### src/hdl/cpuPkg.sv
// Shared types for the single-cycle core; opcode and condition numbering is fixed by the ISA
`default_nettype none

package cpuPkg;

  ////////////////////////////////////////
  // Sizes
  ////////////////////////////////////////
  localparam int DataWidth = 16;  // Data word
  localparam int AddrWidth = 16;  // Byte address
  localparam int RegCount  = 16;  // Architectural registers
  localparam int ImemDepth = 256; // Program words
  localparam int DmemDepth = 256; // Data words

  // Opcode in instr[15:12]
  typedef enum logic [3:0] {
    OpAdd = 4'h0, OpSub = 4'h1, OpXor = 4'h2, OpAnd = 4'h3,
    OpSll = 4'h4, OpSra = 4'h5, OpRor = 4'h6, OpOr  = 4'h7,
    OpLw  = 4'h8, OpSw  = 4'h9, OpLlb = 4'hA, OpLhb = 4'hB,
    OpB   = 4'hC, OpBr  = 4'hD, OpPcs = 4'hE, OpHlt = 4'hF
  } opcodeE;

  // Branch condition in instr[11:9]
  typedef enum logic [2:0] {
    CondNe = 3'd0, // Z=0
    CondEq = 3'd1, // Z=1
    CondGt = 3'd2, // Z=0 and N=0
    CondLt = 3'd3, // N=1
    CondGe = 3'd4, // Z=1, or Z=0 and N=0
    CondLe = 3'd5, // N=1 or Z=1
    CondOv = 3'd6, // V=1
    CondAl = 3'd7  // Unconditional
  } condE;

  ////////////////////////////////////////
  // Structs
  ////////////////////////////////////////
  typedef struct packed {
    logic       aluSrc;    // Second operand from immediate
    logic       memToReg;  // Write back memory data
    logic       regWrite;  // Register write
    logic       regSrc;    // Source 1 comes from the destination field
    logic       memEnable; // Memory access, picks the offset extension
    logic       memWrite;  // Store
    logic       branch;    // B or BR
    logic       branchReg; // BR target from register
    logic       halt;
    logic       pcs;       // Write back PC plus 2
    logic [3:0] aluOp;     // Same codes as the opcodes
    logic       zEn;       // Z update
    logic       nvEn;      // N and V update
  } ctrlT;

  typedef struct packed {
    logic z;
    logic n;
    logic v;
  } flagsT;

  typedef struct packed {
    logic                 valid; // One cycle per register write
    logic [3:0]           dst;
    logic [DataWidth-1:0] data;
  } wbT;

  typedef struct packed {
    logic                 valid;
    logic [7:0]           addr;  // Word index
    logic [DataWidth-1:0] data;
  } imemLoadT;

endpackage

`default_nettype wire

### src/hdl/branchUnit.sv
// Flag register plus next-PC select; branches test flags stored by earlier instructions only
`timescale 1ns/10ps
`default_nettype none

module branchUnit (
  input  wire logic                         clk,
  input  wire logic                         rst,
  input  wire cpuPkg::flagsT                aluFlags,
  input  wire logic                         zEn,
  input  wire logic                         nvEn,
  input  wire logic                         branch,
  input  wire logic                         branchReg,
  input  wire logic                         halt,
  input  wire cpuPkg::condE                 cond,
  input  wire logic [8:0]                   offset,
  input  wire logic [cpuPkg::AddrWidth-1:0] target,
  input  wire logic [cpuPkg::AddrWidth-1:0] pc,
  output logic      [cpuPkg::AddrWidth-1:0] nextPc,
  output logic      [cpuPkg::AddrWidth-1:0] pcPlus2
);
  import cpuPkg::*;

  flagsT                flagReg;  // Stored Z, N, V
  logic                 condMet;
  logic                 taken;
  logic [AddrWidth-1:0] relTarget; // PC + 2 + 2*offset

  always_ff @(posedge clk) begin
    if (rst) begin
      flagReg <= '0;
    end else begin
      if (zEn)  flagReg.z <= aluFlags.z;
      if (nvEn) begin
        flagReg.n <= aluFlags.n;
        flagReg.v <= aluFlags.v;
      end
    end
  end

  always_comb begin
    unique case (cond)
      CondNe:  condMet = !flagReg.z;
      CondEq:  condMet = flagReg.z;
      CondGt:  condMet = !flagReg.z && !flagReg.n;
      CondLt:  condMet = flagReg.n;
      CondGe:  condMet = flagReg.z || !flagReg.n;
      CondLe:  condMet = flagReg.n || flagReg.z;
      CondOv:  condMet = flagReg.v;
      default: condMet = 1'b1; // Always
    endcase
  end

  assign taken     = branch && condMet;
  assign pcPlus2   = pc + AddrWidth'(2);
  assign relTarget = pcPlus2 + {{(AddrWidth-10){offset[8]}}, offset, 1'b0}; // Word offset

  always_comb begin
    if (halt)                    nextPc = pc;        // Parked on HLT
    else if (taken && branchReg) nextPc = target;    // BR
    else if (taken)              nextPc = relTarget; // B
    else                         nextPc = pcPlus2;
  end

endmodule

`default_nettype wire

### config.mk
export PLATFORM = sky130hd
export DESIGN_NAME = branchUnit
export DESIGN_NICKNAME = d
export VERILOG_FILES = /design/src/hdl/cpuPkg.sv /design/src/hdl/branchUnit.sv
export SDC_FILE = /design/constraint.sdc
export NUM_CORES = 1
export LEC_CHECK = 0
export BUFFER_PORTS_ARGS = -buffer_cell sky130_fd_sc_hd__buf_4
export CORE_MARGIN = 8
export CORE_UTILIZATION = 45
export CTS_CLUSTER_SIZE = 10
export DETAILED_ROUTE_END_ITERATION = 10
export GPL_TIMING_DRIVEN = 0
export PLACE_DENSITY = 0.74
export RECOVER_POWER = 100
export REMOVE_ABC_BUFFERS = 1
export SYNTH_ARGS = -nofsm -noshare
export SYNTH_HDL_FRONTEND = slang
export SYNTH_SLANG_ARGS = --single-unit
### constraint.sdc
create_clock -name clk -period 3.5 [get_ports clk]
set_input_delay 0.525 -clock clk [delete_from_list [all_inputs] [get_ports clk]]
set_output_delay 0.525 -clock clk [all_outputs]
set_load 0.05 [all_outputs]
## Word level (Yosys, flattened, before mapping)

Index checks and enable logic that the tools add are counted.

| word-level totals | value |
|---|---|
| bits in registers | 3 |
| logic and storage cells | 23 |
| output and inout bits | 32 |

| cells by class | value |
|---|---|
| add/subtract/negate cells | 2 |
| reduce and logical (&&, ||, !) cells | 8 |
| mux-type cells | 4 |
| equality and inequality tests | 6 |

Operators by type and width:

| kind | number |
|---|---|
| $mux W16 | 3 |
| $add A16 B16 Y16 | 1 |
| $add A16 B2 Y16 const B | 1 |
| $eq A3 B3 Y1 const B | 3 |
| $pmux W1 S7 | 1 |
| $eq A3 B2 Y1 const B | 2 |
| $eq A3 B1 Y1 const B | 1 |
| $logic_and A1 B1 Y1 | 3 |
| $logic_not A3 Y1 | 1 |
| $logic_not A1 Y1 | 2 |
| $logic_or A1 B1 Y1 | 2 |

## Longest topological paths before layout

Gate-level depths: netlist of run 1.

| depth | value |
|---|---|
| depth after elaboration | 7 |
| gate-level depth with buffers | 12 |
| gate-level depth less buffers | 12 |

## Worst setup path before layout of run 1

No wires, ideal clock.

| path | value |
|---|---|
| kind | input-to-output |
| from | input port pc[6] in the netlist's numbering |
| to | output port nextPc[9] in the netlist's numbering |
| arrival time | 4.433 ns |
| data required time | 2.975 ns |
| slack | -1.458 ns |
| stages on the path | 9 |
| cells stage by stage | nand4_4 > or2_2 > xnor2_1 > ha_1 > a21o_1 > o41a_1 > xor2_1 > mux2i_1 > a221oi_1 |

| on the way | value |
|---|---|
| cells in the longest elaborated chain, start to end | 5 |

RTL lines:

| element | RTL line | source |
|---|---|---|
| start: declaration | branchUnit.sv:17 | `input wire logic [cpuPkg::AddrWidth-1:0] pc,` |
| $add A16 B2 Y16 | branchUnit.sv:54 | `assign pcPlus2 = pc + AddrWidth'(2);` |
| net pcPlus2 (one bit) | branchUnit.sv:19 | `output logic [cpuPkg::AddrWidth-1:0] pcPlus2` |
| $add A16 B16 Y16 | branchUnit.sv:55 | `assign relTarget = pcPlus2 + {{(AddrWidth-10){offset[8]}}, offset, 1'b0};` |
| $mux W16 | branchUnit.sv:60 | `else if (taken) nextPc = relTarget;` |
| $mux W16 | branchUnit.sv:59 | `else if (taken && branchReg) nextPc = target;` |
| $mux W16 | branchUnit.sv:58 | `if (halt) nextPc = pc;` |
| end: declaration | branchUnit.sv:18 | `output logic [cpuPkg::AddrWidth-1:0] nextPc,` |

The timed path passes the listed nets, and every way through them passes these cells.

## Worst setup path in the final report of run 1

| path | value |
|---|---|
| from | input port pc[2] in the netlist's numbering |
| to | output port nextPc[15] in the netlist's numbering |

| on the way | value |
|---|---|
| cells in the longest elaborated chain, start to end | 5 |

RTL lines:

| element | RTL line |
|---|---|
| $add A16 B2 Y16 * | branchUnit.sv:54 |
| $add A16 B16 Y16 | branchUnit.sv:55 |
| $mux W16 * | branchUnit.sv:60 |
| $mux W16 * | branchUnit.sv:59 |
| $mux W16 * | branchUnit.sv:58 |

Mark *: on every way between the ends. The rest lies on a longest branch, timed or not.

==> results of run 1 <==
[timing repair]
action	CTS	global route
hold buffers	0	0
gates resized for setup	32	37
pin swaps	17	28
setup buffers	9	10
setup endpoints to repair	9	8
[stage by stage]
stage	instance area (um2)	TNS (ns)	power [mW]	worst slack, ns	utilization [%]
finish	2970	-0.2983	0.7221	-0.07921	75.90
global route	2970	-0.9849	0.7585	-0.1937	75.90
CTS	2730	0	0.6672	0.0005245	69.76
detailed placement	2391	-1.915	0.5184	-0.3268	61.09
global placement	2391	-1.817	0.5140	-0.3338	61.09
floorplan	1690	-11.57	0.3542	-1.450	-
[cell type report]
type | count | area share [%]
flip-flops and latches | 3 | 2.022
repair buffers | 104 | 26.41
well taps | 50 | 2.106
inverters | 11 | 1.390
clock buffers | 4 | 1.516
multi-input cells | 209 | 66.55
[how the worst max path moves through the flow]
| stage | startpoint | endpoint | slack, ns | depth (start not counted) |
|---|---|---|---|---|
| after global placement | pc[3] | nextPc[13] | -0.33 | 11 |
| after global routing | pc[3] | nextPc[13] | -0.19 | 13 |
| after CTS | pc[5] | nextPc[10] | 0.0005 | 12 |
| after floorplan | pc[6] | nextPc[9] | -1.45 | 9 |
| final | pc[2] | nextPc[15] | -0.08 | 13 |
| after detailed placement | pc[3] | nextPc[13] | -0.33 | 11 |
[per-layer routing]
layer	track usage, %	vias to the layer above
li1	-	1092
met1	23.43	1121
met2	35.79	118
met3	3.837	28
met4	4.444	0
met5	0	-
[cells in the final DEF (no fill, tap or decap), types with 4 or more instances in the layout]
cell / n
clkbuf_1: 11
buf_4: 74
nand3_1: 7
nor3_1: 6
o21ai_0: 6
a21oi_1: 7
nand2b_1: 4
nand2_1: 15
ha_1: 9
mux2i_1: 4
clkbuf_2: 5
nor2b_1: 5
nor2_1: 20
a211oi_1: 7
buf_6: 9
o31ai_1: 4
xnor2_1: 6
ha_4: 9
xor2_1: 4
inv_1: 11
a21o_1: 6
xnor2_2: 7
o21a_1: 5
[where the power goes]
part | internal (mW) | switching, mW | total (mW)
sequential | 0.0365 | 0.00200 | 0.0385
clock | 0.0776 | 0.0226 | 0.100
combinational | 0.239 | 0.344 | 0.583
[cells in the mapped netlist, types with 2 or more instances]
library cell   n  area share (%)
a211oi_1       9             3.8
a21o_1         6             2.5
a21oi_1        7             2.0
a221oi_1       3             1.5
a22oi_1        2            0.84
a31oi_1        5             1.8
a41o_1         2             1.1
and3_1         2            0.70
and4_1         2            0.98
buf_4          2            0.84
clkbuf_1       5             1.1
clkbuf_8       3             2.3
dfxtp_1        3             3.4
ha_1          18              13
inv_1         11             2.3
mux2_2         2             1.3
mux2i_1        4             2.2
nand2_1       16             3.4
nand2b_1       4             1.4
nand3_1        9             2.5
nand4_1        3             1.1
nor2_1        21             4.4
nor2b_1        6             2.1
nor3_1         8             2.2
nor4_1         2            0.70
o211ai_1       2            0.84
o21a_1         5             2.1
o21ai_0        6             1.7
o221ai_1       2            0.98
o2bb2ai_1      2            0.98
o31a_1         3             1.5
o31ai_1        4             1.7
or2_2          2            0.70
or3_1          2            0.70
xnor2_1       15             7.4
xor2_1         8             3.9
[kinds of logic (layout without fill, tap and decap cells)]
group           after synthesis  after routing  synth area share (%)
compound gates               73             73                 32.87
xor+xnor                     23             23                 11.31
fa+ha+maj                    20             20                 14.33
buf+inv                      23            119                 7.443
flops                         3              3                 3.371
mux                           6              6                 3.511
simple gates                 87             87                 27.18
[worst max-delay path, delay by kind of cell]
family,cells,cell delay [ns]
compound gates,5,0.99
xor+xnor,2,0.36
fa+ha+maj,2,0.47
buf+inv,2,0.26
simple gates,2,0.43
==> flow_summary.toml, run 1 <==
[layout]
multi_input_area_um2 = 1977
register_area_um2 = 60.06
largest-register = "flagReg"
layout.nets = 405
reg.largest.list = "flagReg (3)"
n_antenna_cell = 0
fillers = 294
stdcell_count = 381
drive_above_1_share_pct = 46.22
syn_to_final_growth_pct = 66.71
largest_reg_flops = 3

[worst_setup_path]
worst_setup_path_start_kind = "primary input"
criticalPathCategory = "in -> out"
crit_chain = "buf_8 > ha_4 > nand2_2 > nor3_4 > xnor2_2 > ha_4 > o21ai_0 > o21ai_0 > a21o_2 > a41oi_4 > xnor2_1 > o221a_1 > buf_6"
worstPathArrival_ns = 3.05
end_kind = "output port"
reg2reg_from = "flagReg[1]"
r2r_slack_ns = 2.87
crit_slowest_cell = "nor3_4"
path_max_fanout = 5
reg2regPathDepth = 2
max_stage_delay_ns = 0.30
required_ns = 2.97
r2r_end = "flagReg[1]"

[clocking]
cts_max_path_buffers = 2
cts_root_buffer = "clkbuf_8"
clock_sinks = 3
h-tree-depth = 1
cts_made_buffers = 3
clk_pin_slew_ns = 0.03
clock_latency_ns = 0.22
cts_tree = "done"

[synthesis]
syn_area_per_cell_um2 = 7.582
synthCells = 235
synth_area_um2 = 1782
synth_seq_cells = 3
synth_edf_count = 0
synth_ff_type = "dfxtp_1"
synth-async-reset-ratio_pct = 0
synth_cell_types = 65
yosysWarnings = 0
seq_area_frac_synth_pct = 3.371

[global_route]
antenna_found_initial = 0
grt_pass1_vias = 2211
grt_start_max_net_pins = 31
grt_usage_pct = 19.80
grt_first_pass_wirelength_um = 10460
overflow = 0

[outcome]
violations = "setup timing"
status = "complete, but fails checks"

[drt]
wl_met1_um = 2923
routed_wl_um = 7501
wl_met2_um = 3748
routed_via_density = 6.192
vias = 2359
wl_per_cell_um = 19.69
postRouteAntennaNets = 0
drc_errors = 0
routed.top_layer = "met4"
drt_iter0_markers = 132
wl_met3_um = 522
dr.pass1.iters = 4

[hold_path]
hold_path_end = "flagReg[1]"
min_path_cells = 2
hold_class = "in -> reg"
holdCritStartpoint = "rst"

[sta]
fin_crit_sh_pct = 102.3
rsz0062_at_grt = "true"
hold_viol_final = 0
min_period_ns = 3.579
drv_slew = 0
fin_ws_ns = -0.07921
fin_skew_ns = 0
worst_hold_slack_ns = 0.4822
relSlewSlack_pct = 49.57
fmax_ghz = 0.2794
final-setup-viol-count = 5
worstMarginPinSlew_ns = 0.7565

[die]
num_io_pins = 86
num_rows = 23
initial_core_util_pct = 45.52
die_h_um = 78.93
coreArea_um2 = 3914
die_area_um2 = 6229
die_w_um = 78.93

[place]
portBuffers = 85
gp_congestion = 0.8461
place_inst = 358
dp_hpwl_um = 4729

[job]
max_cap_violations = 0

[power_and_ir_drop]
ir_drop_uv = 289.0
powerDensity_nw_per_um2 = 243.1
p_leak_nw = 1.300
No activity file was read; power rests on OpenSTA's default activity.
==> run 2, diff against run 1 <==
Settings changed: CELL_PAD_IN_SITES_DETAIL_PLACEMENT set to 1, CELL_PAD_IN_SITES_GLOBAL_PLACEMENT set to 2, CORE_UTILIZATION 45 to 25, PLACE_DENSITY 0.74 to 0.78.
==> flow_summary.toml, run 2 (same netlist as run 1, synthesis figures left out) <==
[job]
max_cap_violations = 0

[sta]
fin_skew_ns = 0
min_period_ns = 3.580
final-setup-viol-count = 5
relSlewSlack_pct = 51.34
fin_crit_sh_pct = 102.3
worstMarginPinSlew_ns = 0.7300
hold_viol_final = 0
fin_ws_ns = -0.07999
rsz0062_at_grt = "true"
drv_slew = 0
fmax_ghz = 0.2793

[place]
dp_hpwl_um = 5837
place_inst = 404
portBuffers = 85
gp_congestion = 0.7374
placed_area_um2 = 2449

[clocking]
h-tree-depth = 1
cts_max_path_buffers = 2
cts_made_buffers = 3
clk_pin_slew_ns = 0.03
clock_sinks = 3
cts_root_buffer = "clkbuf_8"
cts_hold_buf = 0
clock_latency_ns = 0.21
cts_tree = "done"

[drt]
vias = 2321
drt_iter0_markers = 58
wl_met1_um = 3541
routed_wl_um = 8382
wl_per_cell_um = 18.96
drc_errors = 0
routed.top_layer = "met4"
postRouteAntennaNets = 0
dr.pass1.iters = 4
wl_met2_um = 4355
wl_met3_um = 334
routed_via_density = 5.251

[layout]
fillers = 800
n_antenna_cell = 0
layout.nets = 420
largest_reg_flops = 3
layout_common_cells = "buf_4, nor2_1, nand2_1, inv_1, ha_4"
syn_to_final_growth_pct = 86.59
final_area_um2 = 3324
utilization_pct = 48.66
stdcell_count = 442
reg.largest.list = "flagReg (3)"
drive_above_1_share_pct = 52.02
largest-register = "flagReg"
final_common_cell = "buf_4"

[power_and_ir_drop]
ir_drop_uv = 136.4
p_leak_nw = 1.404
finalPower_uw = 776.4
powerDensity_nw_per_um2 = 233.5

[global_route]
grt_pass1_vias = 2445
grt_first_pass_wirelength_um = 12430
antenna_found_initial = 0
grt_start_max_net_pins = 31
overflow = 0
grt_usage_pct = 14.94

[worst_setup_path]
criticalPathCategory = "in -> out"
path_max_fanout = 5
end_kind = "output port"
cpMostUsedCell = "ha_4"
crit_slowest_cell = "o41a_1"
crit_chain = "buf_12 > ha_4 > xor2_4 > ha_4 > nor2b_4 > o31a_1 > o41a_1 > a211oi_2 > xor2_1 > a22oi_1 > buf_4"
reg2regPathDepth = 2
required_ns = 2.97
worst_setup_path_start_kind = "primary input"
max_stage_delay_ns = 0.53
worstPathArrival_ns = 3.05

[die]
initial_core_util_pct = 26.08
die_w_um = 100.4
coreArea_um2 = 6832
die_h_um = 100.4
die_area_um2 = 10080
num_rows = 30
num_io_pins = 86

[outcome]
status = "complete, but fails checks"
violations = "setup timing"

[hold_path]
min_path_cells = 2
hold_class = "in -> reg"
run 2: changes by cell type in the layout (fill, tap and decap cells not counted), moves of 3 or more:
cell,delta
buf_12,+3
ha_1,-3
nand3_4,+3
buf_4,+22
clkbuf_2,-5
clkbuf_1,-4
run 2: path summary, 6_finish.rpt:
| path | slack, ns | from | to |
|---|---|---|---|
| hold / removal | 0.48 | rst | flagReg[1] |
| setup reg to reg | 2.83 | flagReg[1] | flagReg[1] |
| hold reg to reg | 0.52 | flagReg[0] | flagReg[0] |
| setup / recovery | -0.08 | pc[1] | nextPc[13] |
run 2: worst max-delay path: cells and delay by family:
| kind | cells | cell delay (ns) |
|---|---|---|
| AND/OR/NAND/NOR | 1 | 0.12 |
| XOR/XNOR | 2 | 0.43 |
| buffers and inverters | 2 | 0.30 |
| AO/OA/AOI/OAI | 4 | 1.21 |
| adder cells (fa/ha/maj) | 2 | 0.44 |
run 2: cell type report:
| class | instances | area, um2 | share of cell area, % |
|---|---|---|---|
| Inverter | 11 | 41.29 | 1.242 |
| Sequential cell | 3 | 60.06 | 1.807 |
| Clock buffer | 4 | 45.04 | 1.355 |
| Multi-Input combinational cell | 209 | 2082 | 62.63 |
| Timing Repair Buffer | 119 | 975.9 | 29.36 |
| Tap cell | 96 | 120.1 | 3.613 |
run 2: routing by layer:
| metal | vias up | global-route usage (%) |
|---|---|---|
| met1 | 1136 | 16.98 |
| li1 | 1125 | - |
| met4 | 0 | 3.140 |
| met2 | 50 | 28.10 |
| met3 | 10 | 2.561 |
| met5 | - | 0 |
run 2: report_power, final:
group	switching [mW]	internal, mW
Clock	0.0220	0.0776
Combinational	0.360	0.278
Sequential	0.00234	0.0365
Total	0.384	0.392
run 2: through the flow:
step           setup TNS (ns)  hold WS, ns  worst slack, ns
2_1_floorplan          -11.57       0.4547           -1.450
3_3_place_gp           -2.463       0.4997          -0.4253
3_5_place_dp           -2.772       0.5212          -0.4778
4_1_cts               -0.1248       0.4815         -0.03924
5_1_grt               -0.6770       0.4836          -0.1382
6_report              -0.3031       0.4833         -0.07999
run 2: timing repair:
| action | in CTS | in global routing |
|---|---|---|
| gates resized for setup | 52 | 46 |
| setup endpoints to repair | 9 | 8 |
| setup buffers | 18 | 16 |
| pin swaps | 24 | 40 |
==> run 3, diff against run 2 <==
Settings changed: CORE_UTILIZATION 25 to 22, PLACE_DENSITY 0.78 to unset, PLACE_DENSITY_LB_ADDON set to 0.3.
Clock period 3.5 ns to 3.2 ns, I/O delays scaled along.
==> flow_summary.toml, run 3 (same netlist as run 1, synthesis figures left out) <==
[layout]
syn_to_final_growth_pct = 78.16
n_antenna_cell = 0
layout_common_cells = "buf_4, nor2_1, nand2_1, inv_1, ha_1"
stdcell_count = 445
largest-register = "flagReg"
layout.nets = 414
fillers = 966
largest_reg_flops = 3
reg.largest.list = "flagReg (3)"
drive_above_1_share_pct = 48.53
final_common_cell = "buf_4"

[hold_path]
hold_class = "in -> reg"
holdCritStartpoint = "rst"
hold_path_end = "flagReg[2]"
min_path_cells = 2

[power_and_ir_drop]
p_seq_share_pct = 5.2
power_switching_share_pct = 49.64
p_clk_share_pct = 13.7
combinationalPowerShare_pct = 81.0
ir_drop_uv = 202.5
powerDensity_nw_per_um2 = 254.7
internal-power_uw = 407.2
p_leak_nw = 1.374
p_switching_uw = 401.3

[place]
place_inst = 413
dp_hpwl_um = 5823
pre_cts_ws_ns = -0.7128
portBuffers = 85
gp_congestion = 0.7840

[clocking]
cts_made_buffers = 3
cts_tree = "done"
clk_pin_slew_ns = 0.03
cts_root_buffer = "clkbuf_8"
clock_sinks = 3
h-tree-depth = 1
cts_hold_buf = 0
clock_latency_ns = 0.21
cts_max_path_buffers = 2

[outcome]
status = "complete, but fails checks"
violations = "setup timing"

[drt]
wl_per_cell_um = 18.06
vias = 2250
routed_via_density = 5.056
drt_iter0_markers = 47
dr.pass1.iters = 4
drc_errors = 0
postRouteAntennaNets = 0
routed_wl_um = 8035

[sta]
min_period_ns = 3.465
fin_ws_ns = -0.2652
drv_slew = 0
hold_viol_final = 0
final-setup-viol-count = 8
fin_crit_sh_pct = 108.3
fmax_ghz = 0.2886
fin_skew_ns = 0
worstMarginPinSlew_ns = 0.6046
relSlewSlack_pct = 59.86
rsz0062_at_grt = "true"

[job]
max_cap_violations = 0

[die]
num_rows = 33
num_io_pins = 86
coreArea_um2 = 8051
die_w_um = 106.0
die_area_um2 = 11230
initial_core_util_pct = 22.13
die_h_um = 106.0

[global_route]
grt_usage_pct = 13.18
grt_first_pass_wirelength_um = 12410
grt_start_max_net_pins = 31
overflow = 0
grt_pass1_vias = 2435
antenna_found_initial = 0

[worst_setup_path]
required_ns = 2.72
r2r_slack_ns = 2.54
criticalPathCategory = "in -> out"
worstPathArrival_ns = 2.99
reg2reg_from = "flagReg[2]"
worst_setup_path_start_kind = "primary input"
path_max_fanout = 4
r2r_end = "flagReg[2]"
end_kind = "output port"
reg2regPathDepth = 2
[run 3: layout make-up]
type / instances / area [um2] / area share, %
tap: 105 / 131.4 / 4.139
inverter: 11 / 41.29 / 1.301
clock buffer: 4 / 45.04 / 1.419
timing repair buffer: 113 / 923.4 / 29.09
multi-input combinational: 209 / 1973 / 62.16
sequential: 3 / 60.06 / 1.892
[run 3: per-layer routing]
metal / part of all wire [%] / global-route usage (%)
met4: 0.35 / 1.608
met3: 4.7 / 2.359
met1: 45 / 16.22
met2: 50 / 23.82
met5: 0 / 0
[run 3: timing repair]
item / CTS / global route
gates resized for setup: 58 / 22
endpoints found under the hold margin: 0 / 0
gates cloned: 0 / 0
endpoints found under the setup margin: 12 / 11
buffers inserted: 17 / 11
pin swaps: 22 / 23
[run 3: power by group through the flow]
stage	clock (mW)	combinational [mW]	sequential, mW
global route	0.116	0.699	0.0426
detailed placement	0	0.537	0.0429
floorplan	0	0.345	0.0420
global placement	0	0.534	0.0429
finish	0.111	0.655	0.0424
CTS	0.114	0.616	0.0425
[run 3: worst max-delay path by stage]
stage                     start         end  slack [ns]  cells after the start
final                     pc[2]  nextPc[13]       -0.27                     11
after CTS                 pc[5]  nextPc[13]       -0.26                     11
after global placement    pc[6]  nextPc[13]       -0.67                     11
after floorplan           pc[6]   nextPc[9]       -1.66                      9
after global routing      pc[3]  nextPc[15]       -0.34                     12
after detailed placement  pc[3]  nextPc[13]       -0.71                     11
[run 3: stage by stage]
step / hold slack (ns) / total power, mW / cell area, um2 / TNS [ns] / utilization (%)
finish: 0.4464 / 0.8085 / 3174 / -1.410 / 39.43
global route: 0.4513 / 0.8571 / 3174 / -2.253 / 39.43
CTS: 0.4445 / 0.7720 / 2967 / -1.479 / 36.85
detailed placement: 0.5080 / 0.5803 / 2460 / -4.813 / 30.55
global placement: 0.5024 / 0.5766 / 2460 / -4.486 / 30.55
floorplan: 0.4547 / 0.3874 / 1690 / -14.60 / -
[run 3: worst max-delay path, stage by stage]
cell	delay [ns]
buf_12	0.11
ha_4	0.19
xor2_4	0.17
ha_4	0.26
nor2b_4	0.13
o31a_1	0.31
o41a_1	0.48
a211oi_2	0.29
xor2_1	0.10
a22oi_1	0.21
buf_4	0.25
